File: config.mk
export PLATFORM = sky130hd
export DESIGN_NAME = disc_trigger_detect
export DESIGN_NICKNAME = d
export VERILOG_FILES = /design/src/design/disc_pkg.sv /design/src/design/disc_trigger_detect.sv
export SDC_FILE = /design/constraint.sdc
export NUM_CORES = 1
export LEC_CHECK = 0
export BUFFER_PORTS_ARGS = -buffer_cell sky130_fd_sc_hd__buf_2
export CAP_MARGIN = 20
export CELL_PAD_IN_SITES_DETAIL_PLACEMENT = 1
export CELL_PAD_IN_SITES_GLOBAL_PLACEMENT = 1
export CORE_MARGIN = 3
export CORE_UTILIZATION = 33
export CTS_BUF_LIST = sky130_fd_sc_hd__clkbuf_4
export CTS_CLUSTER_DIAMETER = 40
export DETAILED_ROUTE_END_ITERATION = 12
export GPL_TIMING_DRIVEN = 0
export PLACE_DENSITY_LB_ADDON = 0.1
export SLEW_MARGIN = 15
export SYNTH_ARGS = -nofsm -noshare
export SYNTH_HDL_FRONTEND = slang
export SYNTH_SLANG_ARGS = --single-unit
File: constraint.sdc
create_clock -name adc_clk -period 3.3 [get_ports adc_clk]
set_input_delay 0.66 -clock adc_clk [delete_from_list [all_inputs] [get_ports adc_clk]]
set_output_delay 0.66 -clock adc_clk [all_outputs]
set_load 0.1 [all_outputs]
File: src/design/disc_pkg.sv
////////////////////////////////////////////////////////////
// sizes, register map, enums and bus structs shared by the
// sample discriminator RTL and its testbench
////////////////////////////////////////////////////////////
package disc_pkg;

  // datapath sizes
  localparam int CHANNELS        = 2;
  localparam int DIGITAL_INPUTS  = 2;
  localparam int SAMPLE_WIDTH    = 16;
  localparam int MAX_DELAY       = 16;
  localparam int DELAY_BITS      = 4;
  localparam int SRC_BITS        = 2;
  localparam int TSTAMP_WIDTH    = 32;

  // configuration bus
  localparam int AXIL_ADDR_WIDTH = 8;
  localparam int AXIL_DATA_WIDTH = 32;

  ////////////////////////////////////////////////////////////
  // register map
  ////////////////////////////////////////////////////////////
  typedef enum logic [AXIL_ADDR_WIDTH-1:0] {
    THRESH0 = 8'h00,
    THRESH1 = 8'h04,
    DELAY0  = 8'h08,
    DELAY1  = 8'h0C,
    SRC     = 8'h10,
    DISABLE = 8'h14
  } reg_addr_e;

  typedef enum logic [1:0] {
    OKAY   = 2'b00,
    SLVERR = 2'b10
  } axil_resp_e;

  ////////////////////////////////////////////////////////////
  // buses
  ////////////////////////////////////////////////////////////
  typedef struct packed {
    logic                       awvalid;
    logic [AXIL_ADDR_WIDTH-1:0] awaddr;
    logic                       wvalid;
    logic [AXIL_DATA_WIDTH-1:0] wdata;
    logic                       bready;
    logic                       arvalid;
    logic [AXIL_ADDR_WIDTH-1:0] araddr;
    logic                       rready;
  } axil_req_t;

  typedef struct packed {
    logic                       awready;
    logic                       wready;
    logic                       bvalid;
    axil_resp_e                 bresp;
    logic                       arready;
    logic                       rvalid;
    logic [AXIL_DATA_WIDTH-1:0] rdata;
    axil_resp_e                 rresp;
  } axil_rsp_t;

  // thresholds are two's complement, compared signed
  typedef struct packed {
    logic [CHANNELS-1:0][SAMPLE_WIDTH-1:0] low_th;
    logic [CHANNELS-1:0][SAMPLE_WIDTH-1:0] high_th;
    logic [CHANNELS-1:0][DELAY_BITS-1:0]   start_dly;
    logic [CHANNELS-1:0][DELAY_BITS-1:0]   stop_dly;
    logic [CHANNELS-1:0][SRC_BITS-1:0]     src;
    logic [CHANNELS-1:0]                   disable_ch;
  } disc_cfg_t;

  typedef struct packed {
    logic                                  valid;
    logic [CHANNELS-1:0][SAMPLE_WIDTH-1:0] data;
  } sample_bus_t;

  // samples after the detect stage, one selected trigger per channel
  typedef struct packed {
    logic                                  valid;
    logic [CHANNELS-1:0][SAMPLE_WIDTH-1:0] data;
    logic [CHANNELS-1:0]                   trig;
  } trig_bus_t;

  typedef struct packed {
    logic [CHANNELS-1:0]                   valid;
    logic [CHANNELS-1:0][SAMPLE_WIDTH-1:0] data;
  } out_bus_t;

  typedef struct packed {
    logic [CHANNELS-1:0]                   valid;
    logic [CHANNELS-1:0][TSTAMP_WIDTH-1:0] index;
  } tstamp_bus_t;

endpackage
File: src/design/disc_trigger_detect.sv
////////////////////////////////////////////////////////////
// per-channel hysteresis comparators and trigger selection;
// trig_o carries each sample with its trigger one cycle later
////////////////////////////////////////////////////////////
module disc_trigger_detect (
  input  logic                                  adc_clk,
  input  logic                                  reset_i,
  input  logic                                  state_clear_i,
  input  disc_pkg::disc_cfg_t                   cfg_i,
  input  disc_pkg::sample_bus_t                 samples_i,
  input  logic [disc_pkg::DIGITAL_INPUTS-1:0]   digital_trig_i,
  output disc_pkg::trig_bus_t                   trig_o
);

  logic [disc_pkg::CHANNELS-1:0]                            state_q;
  logic [disc_pkg::CHANNELS-1:0]                            state_d;
  // analog states in the low bits, digital inputs above them
  logic [disc_pkg::DIGITAL_INPUTS+disc_pkg::CHANNELS-1:0]   sources;
  logic [disc_pkg::CHANNELS-1:0]                            trig_sel;
  logic                                                     valid_q;
  logic [disc_pkg::CHANNELS-1:0][disc_pkg::SAMPLE_WIDTH-1:0] data_q;
  logic [disc_pkg::CHANNELS-1:0]                            trig_q;

  ////////////////////////////////////////////////////////////
  // hysteresis
  ////////////////////////////////////////////////////////////
  // a clear drops the old state, a sample on the same cycle
  // is applied on top of the cleared state
  always_comb begin
    for (int k = 0; k < disc_pkg::CHANNELS; k++) begin
      state_d[k] = state_clear_i ? 1'b0 : state_q[k];
      if (samples_i.valid) begin
        if ($signed(samples_i.data[k]) > $signed(cfg_i.high_th[k])) begin
          state_d[k] = 1'b1;
        end else if ($signed(samples_i.data[k]) < $signed(cfg_i.low_th[k])) begin
          state_d[k] = 1'b0;
        end
      end
    end
  end

  // source codes 0..1 pick an analog state, 2..3 a digital input
  assign sources = {digital_trig_i, state_d};

  always_comb begin
    for (int k = 0; k < disc_pkg::CHANNELS; k++) begin
      trig_sel[k] = sources[cfg_i.src[k]];
    end
  end

  ////////////////////////////////////////////////////////////
  // output stage
  ////////////////////////////////////////////////////////////
  always_ff @(posedge adc_clk) begin
    if (reset_i) begin
      state_q <= '0;
      valid_q <= 1'b0;
    end else begin
      state_q <= state_d;
      valid_q <= samples_i.valid;
    end
  end

  always_ff @(posedge adc_clk) begin
    if (samples_i.valid) begin
      data_q <= samples_i.data;
      trig_q <= trig_sel;
    end
  end

  assign trig_o.valid = valid_q;
  assign trig_o.data  = data_q;
  assign trig_o.trig  = trig_q;

  // every input sample shows up on trig_o exactly one cycle later
  a_valid_latency : assert property (@(posedge adc_clk) disable iff (reset_i)
    samples_i.valid |=> trig_o.valid);
  a_no_extra_valid : assert property (@(posedge adc_clk) disable iff (reset_i)
    !samples_i.valid |=> !trig_o.valid);

endmodule

==> impl_metrics.csv <==
group,metric,value,unit
pwr,p_clk_frac,0.182,
logic_synthesis,synthArstFlopShare,0,
setup_path,cp-start-kind,"input port",
pwr,swShare,0.423,
logic_synthesis,synth.top_cell.area_share,0.356,
finish,areaGrowthSynthToFinish,30.9,%
sta,fin_worst_skew,0.000673,ns
hold_path,whs_path_depth,2,
floorplanning,start_util,0.344,
global_route,grt_pass1_vias,2744,
pwr,p_leak,2.00,nW
logic_synthesis,synthFlopType,"edfxtp_1",
logic_synthesis,synthTopCellsByArea,"edfxtp_1 36%, ha_1 27%, inv_1 8.5%",
pwr,pwr_density_cell,371,nW/um^2
clock_tree,root_buffer,"clkbuf_4",
floorplanning,die_h,99.3,um
route,routed_wl,7780,um
finish,utilization,0.450,
route,wl_per_cell,14.4,um
placement,placed_cell_area,3700,um^2
clock_tree,cts_sinks,37,
clock_tree,cts-buffers-inserted,5,
placement,place_hpwl,6660,um
clock_tree,clk_pin_slew_worst_paths,0.11,ns
global_route,grt_overflow,0,
pwr,internal_power,0.804,mW
floorplanning,pin_count,159,
logic_synthesis,syn_area,2870,um^2
sta,fin_tns_setup,0,ns
global_route,grt_antenna_before_repair,0,
setup_path,r2r-end,"trig_q[0]",
clock_tree,post_cts_buffers,0,
route,drt-pass1-iter-count,4,
sta,slew_viol_final,0,
global_route,grt_usage,0.159,
logic_synthesis,synth_nets,472,
pwr,p_seq_frac,0.402,
sta,relSlewSlack,0.360,
sta,worst_pin_slew,0.960,ns
clock_tree,cts_tree,"built",
route,wl_met3,477,um
finish,num-nets-final,619,
setup_path,cp-end-kind,"flip-flop",
placement,gp_congestion,0.771,
route,dr_total_vias,2617,
setup_path,cp_max_fo,40,
logic_synthesis,synth_cell_types,41,
hold_path,hold_end,"valid_q",
clock_tree,cts_resized,0,
placement,port_buffers,140,
logic_synthesis,yosys_warnings,0,
floorplanning,rows,33,
clock_tree,worst_skew_pair.late_latency,0.33,ns
logic_synthesis,synthTopCellsByCount,"65 x inv_1, 62 x ha_1, 34 x edfxtp_1, 16 x a21oi_1, 16 x nor2_1",
route,drt_iter0_drc,36,
setup_path,critical_path_arrival,2.65,ns
logic_synthesis,avgSynthCellArea,10.0,um^2
global_route,grt_first_pass_wirelength,12500,um
setup_path,reg2reg_from,"state_q[1]",
pwr,pwr-share-comb,0.417,
route,highest_layer,"met4",
setup_path,reg2reg_depth,6,
clock_tree,cts_max_level,2,
route,ant_nets,0,
setup_path,crit_chain,"buf_2, nand2_1, a211oi_1, o21ai_0, or3_1, a32oi_2, a211oi_2",
clock_tree,ctsHoldBuffers,0,
route,drc,0,
logic_synthesis,ys_seq_area_frac,0.377,
hold_path,min_path_type,"input port to flip-flop",
pwr,irDropWorstVdd,0.000157,V
finish,drive_above_1_share,0.364,
setup_path,cp_slowest_cell,"buf_2",
route,drt-met1-wl,3350,um
pwr,switchingPower,0.590,mW
floorplanning,fp.dieArea,9850,um^2
sta,finalHoldViolCount,0,
logic_synthesis,syn_inst,286,
finish,stdcell_area,3760,um^2
floorplanning,dieWidth,99.3,um
global_route,grt_max_degree,41,
logic_synthesis,synth-edff-count,34,
logic_synthesis,synth_top_cell_by_area,"edfxtp_1",
route,routed_via_density,4.86,
route,wl_met2,3880,um
sta,post-route-min-period,2.57,ns
logic_synthesis,synth_most_common_cell,"inv_1",
pwr,total_power,1.39,mW
logic_synthesis,ys_ff_latch,37,
sta,rsz0062_at_grt,"no",
run_status,outcome,"complete, no violations",
clock_tree,cts_buffer_depth,2,
sta,setup_viol,0,
setup_path,slowest_delay,0.72,ns
run,timing.max_cap.violations,0,
hold_path,min_from,"reset_i",
finish,diodes,0,
setup_path,path_class,"input port to flip-flop",
setup_path,required,3.38,ns
setup_path,r2r_slack,1.83,ns
floorplanning,core,8340,um^2
sta,finalCritPeriodShare,0.779,
sta,fmax,0.389,GHz
cell usage in the layout (no fill, tap or decap), types with 3 or more instances in the layout:
cell type,instances
nand4_1,12
inv_1,65
edfxtp_1,34
nand2b_1,4
ha_1,62
a21o_1,3
a211oi_1,5
nor2b_1,6
nor3_1,4
buf_2,140
dfxtp_1,3
clkbuf_4,6
nand2_1,12
o211ai_1,3
a21oi_1,16
nor2_1,16
o21ai_0,8
registers in the layout (all words and copies together) (netlist names):
register	flops
trig_q	2
valid_q	1
state_q	2
trig_o	32
worst max path at each step:
stage	to	slack (ns)	start	cells past startpoint
after floorplan	trig_q[1]	0.75	cfg_i[31]	9
after global placement	trig_q[1]	0.40	samples_i[32]	7
after detailed placement	trig_q[1]	0.34	samples_i[32]	7
after CTS	trig_q[1]	0.73	samples_i[32]	7
after global routing	trig_q[1]	0.57	samples_i[32]	7
final	trig_q[0]	0.73	samples_i[32]	7
power by group through the flow:
stage | Combinational, mW | Clock (mW) | Sequential, mW
floorplan | 0.169 | 0 | 0.821
global placement | 0.573 | 0 | 0.570
detailed placement | 0.586 | 0 | 0.572
CTS | 0.588 | 0.275 | 0.561
global route | 0.634 | 0.285 | 0.564
finish | 0.581 | 0.254 | 0.560
logic make-up after synthesis:
family,share of synthesized area
compound gates,0.131
fa+ha+maj,0.270
buf+inv,0.0876
flops,0.377
mux,0.00392
simple gates,0.130
worst max-delay path, delay by kind of cell:
family	cells	cell delay, ns
compound gates	4	0.80
simple gates	2	0.46
buf+inv	1	0.72
final cells by class:
cell class                      count  area [um^2]
Tap cell                          105          131
Clock buffer                        6         45.0
Fill cell                        1033         4580
Buffer                              1         7.51
Sequential cell                    37         1080
Inverter                           65          244
Timing Repair Buffer              140          701
Clock inverter                      2         10.0
Multi-Input combinational cell    183         1540
metrics by stage:
stage          hold WS (ns)  setup slack [ns]  instances
3_5_place_dp          0.752             0.341        531
4_1_cts               0.483             0.726        539
6_report              0.506             0.728        539
3_3_place_gp          0.725             0.397        531
5_1_grt               0.484             0.566        539
2_1_floorplan         0.651             0.746        286
routing by layer:
metal	GRT usage	vias up
met3	0.0365	6
met4	0.0378	0
li1	-	1315
met2	0.286	83
met5	0	-
met1	0.192	1213
(Power assumes the default switching activity.)
