==> src/design/disc_pkg.sv <==
////////////////////////////////////////////////////////////
// sizes, register map, enums and bus structs shared by the
// sample discriminator RTL and its testbench
////////////////////////////////////////////////////////////
package disc_pkg;

  // datapath sizes
  localparam int CHANNELS        = 2;
  localparam int DIGITAL_INPUTS  = 2;
  localparam int SAMPLE_WIDTH    = 16;
  localparam int MAX_DELAY       = 16;
  localparam int DELAY_BITS      = 4;
  localparam int SRC_BITS        = 2;
  localparam int TSTAMP_WIDTH    = 32;

  // configuration bus
  localparam int AXIL_ADDR_WIDTH = 8;
  localparam int AXIL_DATA_WIDTH = 32;

  ////////////////////////////////////////////////////////////
  // register map
  ////////////////////////////////////////////////////////////
  typedef enum logic [AXIL_ADDR_WIDTH-1:0] {
    THRESH0 = 8'h00,
    THRESH1 = 8'h04,
    DELAY0  = 8'h08,
    DELAY1  = 8'h0C,
    SRC     = 8'h10,
    DISABLE = 8'h14
  } reg_addr_e;

  typedef enum logic [1:0] {
    OKAY   = 2'b00,
    SLVERR = 2'b10
  } axil_resp_e;

  ////////////////////////////////////////////////////////////
  // buses
  ////////////////////////////////////////////////////////////
  typedef struct packed {
    logic                       awvalid;
    logic [AXIL_ADDR_WIDTH-1:0] awaddr;
    logic                       wvalid;
    logic [AXIL_DATA_WIDTH-1:0] wdata;
    logic                       bready;
    logic                       arvalid;
    logic [AXIL_ADDR_WIDTH-1:0] araddr;
    logic                       rready;
  } axil_req_t;

  typedef struct packed {
    logic                       awready;
    logic                       wready;
    logic                       bvalid;
    axil_resp_e                 bresp;
    logic                       arready;
    logic                       rvalid;
    logic [AXIL_DATA_WIDTH-1:0] rdata;
    axil_resp_e                 rresp;
  } axil_rsp_t;

  // thresholds are two's complement, compared signed
  typedef struct packed {
    logic [CHANNELS-1:0][SAMPLE_WIDTH-1:0] low_th;
    logic [CHANNELS-1:0][SAMPLE_WIDTH-1:0] high_th;
    logic [CHANNELS-1:0][DELAY_BITS-1:0]   start_dly;
    logic [CHANNELS-1:0][DELAY_BITS-1:0]   stop_dly;
    logic [CHANNELS-1:0][SRC_BITS-1:0]     src;
    logic [CHANNELS-1:0]                   disable_ch;
  } disc_cfg_t;

  typedef struct packed {
    logic                                  valid;
    logic [CHANNELS-1:0][SAMPLE_WIDTH-1:0] data;
  } sample_bus_t;

  // samples after the detect stage, one selected trigger per channel
  typedef struct packed {
    logic                                  valid;
    logic [CHANNELS-1:0][SAMPLE_WIDTH-1:0] data;
    logic [CHANNELS-1:0]                   trig;
  } trig_bus_t;

  typedef struct packed {
    logic [CHANNELS-1:0]                   valid;
    logic [CHANNELS-1:0][SAMPLE_WIDTH-1:0] data;
  } out_bus_t;

  typedef struct packed {
    logic [CHANNELS-1:0]                   valid;
    logic [CHANNELS-1:0][TSTAMP_WIDTH-1:0] index;
  } tstamp_bus_t;

endpackage
==> src/design/disc_cfg_regs.sv <==
////////////////////////////////////////////////////////////
// AXI4-Lite slave with the discriminator configuration;
// register values drive cfg_o the cycle after a write
////////////////////////////////////////////////////////////
module disc_cfg_regs (
  input  logic                adc_clk,
  input  logic                reset_i,
  input  disc_pkg::axil_req_t axil_req_i,
  output disc_pkg::axil_rsp_t axil_rsp_o,
  output disc_pkg::disc_cfg_t cfg_o
);

  logic                                 wr_hs;
  logic                                 rd_hs;
  disc_pkg::disc_cfg_t                  cfg_q;
  logic                                 bvalid_q;
  logic                                 rvalid_q;
  disc_pkg::axil_resp_e                 bresp_q;
  disc_pkg::axil_resp_e                 rresp_q;
  logic [disc_pkg::AXIL_DATA_WIDTH-1:0] rdata_q;
  logic [disc_pkg::AXIL_DATA_WIDTH-1:0] rdata_d;

  function automatic logic is_mapped(input logic [disc_pkg::AXIL_ADDR_WIDTH-1:0] addr);
    case (disc_pkg::reg_addr_e'(addr))
      disc_pkg::THRESH0, disc_pkg::THRESH1,
      disc_pkg::DELAY0, disc_pkg::DELAY1,
      disc_pkg::SRC, disc_pkg::DISABLE: return 1'b1;
      default: return 1'b0;
    endcase
  endfunction

  // address and data must arrive together, one response outstanding
  assign wr_hs = axil_req_i.awvalid && axil_req_i.wvalid && !bvalid_q;
  assign rd_hs = axil_req_i.arvalid && !rvalid_q;

  ////////////////////////////////////////////////////////////
  // read mux
  ////////////////////////////////////////////////////////////
  always_comb begin
    rdata_d = '0;
    case (disc_pkg::reg_addr_e'(axil_req_i.araddr))
      disc_pkg::THRESH0: rdata_d = {cfg_q.high_th[0], cfg_q.low_th[0]};
      disc_pkg::THRESH1: rdata_d = {cfg_q.high_th[1], cfg_q.low_th[1]};
      disc_pkg::DELAY0: begin
        rdata_d[2*disc_pkg::DELAY_BITS-1:0] = {cfg_q.stop_dly[0], cfg_q.start_dly[0]};
      end
      disc_pkg::DELAY1: begin
        rdata_d[2*disc_pkg::DELAY_BITS-1:0] = {cfg_q.stop_dly[1], cfg_q.start_dly[1]};
      end
      disc_pkg::SRC: rdata_d[disc_pkg::CHANNELS*disc_pkg::SRC_BITS-1:0] = cfg_q.src;
      disc_pkg::DISABLE: rdata_d[disc_pkg::CHANNELS-1:0] = cfg_q.disable_ch;
      default: rdata_d = '0;
    endcase
  end

  ////////////////////////////////////////////////////////////
  // registers and handshake state
  ////////////////////////////////////////////////////////////
  always_ff @(posedge adc_clk) begin
    if (reset_i) begin
      cfg_q    <= '0;
      bvalid_q <= 1'b0;
      rvalid_q <= 1'b0;
    end else begin
      if (wr_hs) begin
        bvalid_q <= 1'b1;
        case (disc_pkg::reg_addr_e'(axil_req_i.awaddr))
          disc_pkg::THRESH0: begin
            cfg_q.high_th[0] <= axil_req_i.wdata[31:16];
            cfg_q.low_th[0]  <= axil_req_i.wdata[15:0];
          end
          disc_pkg::THRESH1: begin
            cfg_q.high_th[1] <= axil_req_i.wdata[31:16];
            cfg_q.low_th[1]  <= axil_req_i.wdata[15:0];
          end
          disc_pkg::DELAY0: begin
            cfg_q.stop_dly[0]  <= axil_req_i.wdata[7:4];
            cfg_q.start_dly[0] <= axil_req_i.wdata[3:0];
          end
          disc_pkg::DELAY1: begin
            cfg_q.stop_dly[1]  <= axil_req_i.wdata[7:4];
            cfg_q.start_dly[1] <= axil_req_i.wdata[3:0];
          end
          disc_pkg::SRC: begin
            cfg_q.src <= axil_req_i.wdata[disc_pkg::CHANNELS*disc_pkg::SRC_BITS-1:0];
          end
          disc_pkg::DISABLE: cfg_q.disable_ch <= axil_req_i.wdata[disc_pkg::CHANNELS-1:0];
          // unmapped, nothing changes
          default: ;
        endcase
      end else if (axil_req_i.bready) begin
        bvalid_q <= 1'b0;
      end

      if (rd_hs) begin
        rvalid_q <= 1'b1;
      end else if (axil_req_i.rready) begin
        rvalid_q <= 1'b0;
      end
    end
  end

  // response payload
  always_ff @(posedge adc_clk) begin
    if (wr_hs) begin
      bresp_q <= is_mapped(axil_req_i.awaddr) ? disc_pkg::OKAY : disc_pkg::SLVERR;
    end
    if (rd_hs) begin
      rdata_q <= rdata_d;
      rresp_q <= is_mapped(axil_req_i.araddr) ? disc_pkg::OKAY : disc_pkg::SLVERR;
    end
  end

  assign axil_rsp_o.awready = wr_hs;
  assign axil_rsp_o.wready  = wr_hs;
  assign axil_rsp_o.bvalid  = bvalid_q;
  assign axil_rsp_o.bresp   = bresp_q;
  assign axil_rsp_o.arready = rd_hs;
  assign axil_rsp_o.rvalid  = rvalid_q;
  assign axil_rsp_o.rdata   = rdata_q;
  assign axil_rsp_o.rresp   = rresp_q;
  assign cfg_o              = cfg_q;

  // responses hold until the master takes them
  a_bvalid_hold : assert property (@(posedge adc_clk) disable iff (reset_i)
    bvalid_q && !axil_req_i.bready |=> bvalid_q);
  a_rvalid_hold : assert property (@(posedge adc_clk) disable iff (reset_i)
    rvalid_q && !axil_req_i.rready |=> rvalid_q && $stable(rdata_q));

endmodule

==> config.mk <==
export PLATFORM = sky130hd
export DESIGN_NAME = disc_cfg_regs
export DESIGN_NICKNAME = d
export VERILOG_FILES = /design/src/design/disc_pkg.sv /design/src/design/disc_cfg_regs.sv
export SDC_FILE = /design/constraint.sdc
export NUM_CORES = 1
export LEC_CHECK = 0
export BUFFER_PORTS_ARGS = -buffer_cell sky130_fd_sc_hd__buf_2
export CAP_MARGIN = 30
export CORE_ASPECT_RATIO = 1.75
export CORE_UTILIZATION = 51
export CTS_CLUSTER_DIAMETER = 30
export DETAILED_ROUTE_END_ITERATION = 6
export GPL_TIMING_DRIVEN = 0
export PLACE_DENSITY = 0.81
export SYNTH_ARGS = -nofsm -noshare
export SYNTH_HDL_FRONTEND = slang
export SYNTH_SLANG_ARGS = --single-unit
==> constraint.sdc <==
create_clock -name adc_clk -period 4.66 [get_ports adc_clk]
set_input_delay 1.165 -clock adc_clk [delete_from_list [all_inputs] [get_ports adc_clk]]
set_output_delay 1.165 -clock adc_clk [all_outputs]
set_load 0.01 [all_outputs]
==> impl_metrics.tcl <==
set metrics [dict create \
    tightestPinTransition_ps 636 \
    synth_largest_area_cell "dfxtp_1" \
    cts_max_path_buffers 2 \
    globalplace.congestion 0.833 \
    wl_met3_um 749 \
    wl_met2_mm 8.45 \
    finalSetupTns_ps 0 \
    post-route-util_pct 69.1 \
    floorplan.initialDensity_pct 52.9 \
    hold_buffers 0 \
    clk_pin_slew_ps 50 \
    via_per_inst 5.33 \
    dieArea_mm2 0.0112 \
    critPathKind "input port to output port" \
    cts_buffers 17 \
    fin_crit_ps 3460 \
    highest_layer "met4" \
    hp-start "cfg_o[46]" \
    r2r-end "cfg_o[21]" \
    finalMaxSlewViolations 0 \
    cp_num_buf_inv 4 \
    hold_path_depth 2 \
    critical_path.max_fanout 18 \
    synth-seq-cells 122 \
    max_cap_viol_count 0 \
    synth_warnings 0 \
    ir_worst_vdd_v 0.000293 \
    syn_inst 474 \
    setup_violations 0 \
    hold_class "flop to flop" \
    final_cell_area_mm2 0.00716 \
    fp-row-count 49 \
    ys_seq_area_share_pct 50.8 \
    die_x_um 80.4 \
    clock-root-buffer "clkbuf_16" \
    grt_pass1_wl_mm 23.0 \
    ys_top_cells_by_area "dfxtp_1 32%, mux2i_1 20%, edfxtp_1 19%" \
    crit_path_start_kind "input port" \
    critPathTopFamily "buffers and inverters" \
    cts_max_level 4 \
    rr_worst_depth 4 \
    crit_path_cell_trace "buf_2 > nor2b_4 > buf_16 > buf_4 > buf_2" \
    synth_edf_count 34 \
    max_slew_margin_pct 57.5 \
    diodes 0 \
    outcome "finished clean" \
    first_pass_iters 5 \
    finalNonFillerCells 812 \
    cts_tree "yes" \
    synth_top_area_share_pct 32.1 \
    grt_pass1_vias 4666 \
    fmaxAchievable_mhz 289 \
    timing.rr.start "bvalid_q" \
    num_vias 4325 \
    synth_area_mm2 0.00548 \
    cpMaxStageDelayCell "nor2b_4" \
    synth_flop_cell "dfxtp_1" \
    cts_sinks 122 \
    dp.final_hpwl_mm 11.2 \
    grtUsageTotal_pct 27.7 \
    finalHoldViolations 0 \
    crit_top_cell "buf_2" \
    area_delta_synth_final_pct 30.5 \
    cts_setup_buffers 0 \
    grt_overflow 0 \
    dpl_cell_area_mm2 0.00657 \
    cp.required_ps 3490 \
    rsz0062_at_grt "no" \
    clock_skew_ps 7.10 \
    antenna_found_initial 0 \
    drt_iter0_markers 168 \
    cts_resized 0 \
    startpoint "axil_req_i[9]" \
    dp_cells 780 \
    post_synth.cell_area_avg_um2 11.6 \
    post_drt_wl_per_cell_um 18.5 \
    core_mm2 0.0104 \
    drt-total-wl_mm 15.0 \
    async_flop_share_pct 0 \
    synthTopCellsByCount "118 x nand2b_1, 112 x mux2i_1, 88 x dfxtp_1" \
    p_leak_nw 3.64 \
    worst_path_largest_cell_delay_ps 540 \
    grt_start_max_net_pins 19 \
    p_per_area_mw_per_mm2 358 \
    drc 0 \
    met1_length_mm 5.32 \
    port_buffers 177 \
    clock_latency_ps 410 \
    fin_crit_sh_pct 74.2 \
    filler_cell_count 794 \
    ant_nets 0 \
    fin_nets 727 \
    hold_end "cfg_o[46]" \
    setup.worst_path.end_class "output port" \
    synth_cell_types 31 \
    synth_most_common_cell "nand2b_1" \
    die_h_um 139 \
    r2r_setup_slack_ps 2990 \
    drive_above_1_share_pct 36.1 \
    crit_arrival_ps 2290 \
    ios 182 \
]
==> worst register-to-register path, stage by stage, from the launching register on <==
cell	delay, ps
dfxtp_1	340
nor4bb_1	290
buf_2	260
nand4_2	400
mux2i_1	310
==> stage by stage <==
stage               hold WS (ps)  power (mW)  worst slack (ps)
finish                       491        2.56              1200
global route                 512        2.63              1160
CTS                          492        2.57              1200
detailed placement           481        1.29              1200
global placement             471        1.28              -700
floorplan                    460        1.22               488
==> flip-flops by register name (all words and copies together), names as in the netlist <==
| register | count |
|---|---|
| rdata_q | 32 |
| rvalid_q | 1 |
| bresp_q | 1 |
| cfg_o | 86 |
| bvalid_q | 1 |
| rresp_q | 1 |
==> routing by layer <==
layer / vias up / GRT usage, %
met3: 38 / 7.04
met4: 0 / 13.5
met2: 178 / 52.5
li1: 2023 / -
met1: 2086 / 26.3
met5: - / 0
==> worst max-delay path by stage <==
stage                          end  depth (start not counted)
finish              axil_rsp_o[35]                          5
global route        axil_rsp_o[35]                          5
global placement    axil_rsp_o[35]                          4
floorplan           axil_rsp_o[35]                          2
CTS                 axil_rsp_o[35]                          5
detailed placement  axil_rsp_o[35]                          5
==> layout make-up <==
class | count | area, um2 | area share, %
sequential | 122 | 2780 | 38.9
timing repair buffer | 178 | 913 | 12.8
tap | 127 | 159 | 2.22
clock buffer | 20 | 468 | 6.54
buffer | 37 | 226 | 3.16
multi-input combinational | 314 | 2480 | 34.6
inverter | 2 | 7.51 | 0.105
clock inverter | 12 | 121 | 1.70
==> logic make-up (layout without fill, tap and decap cells) <==
family                 count (synthesis)  count (layout)  synth area share (%)
muxes                                123             123                  23.5
other                                  1               2                0.0684
DFF                                  122             122                  50.8
and+or+nand+nor                      177             177                  20.0
AOI/OAI and AO/OA                     12              12                  1.41
buffers and inverters                 39             249                  4.27
==> placed cells by master (no fill, tap or decap), types with 2 or more instances in the layout <==
master      instances
dfxtp_1            88
nor2b_1             4
nand4_1             3
nand4b_4            2
a31oi_1             3
mux4_2              4
a22oi_1             2
clkinv_2            6
buf_6               7
mux2i_1           112
or3_1               2
buf_2             184
nand2b_1          118
nor2_1             31
nand2_1             3
conb_1              2
edfxtp_1           34
bufinv_16           2
nand3_1             2
a21oi_1             4
clkinvlp_4          3
nor4bb_1            3
nor3b_1             4
clkbuf_16          18
mux2_2              7
inv_1               2
buf_4               7
clkbuf_1           17
==> power by group <==
part	internal, mW	switching (mW)
Combinational	0.0704	0.0871
Sequential	1.11	0.00573
Clock	0.827	0.463
Note: power is estimated with default switching activity, not from simulation.
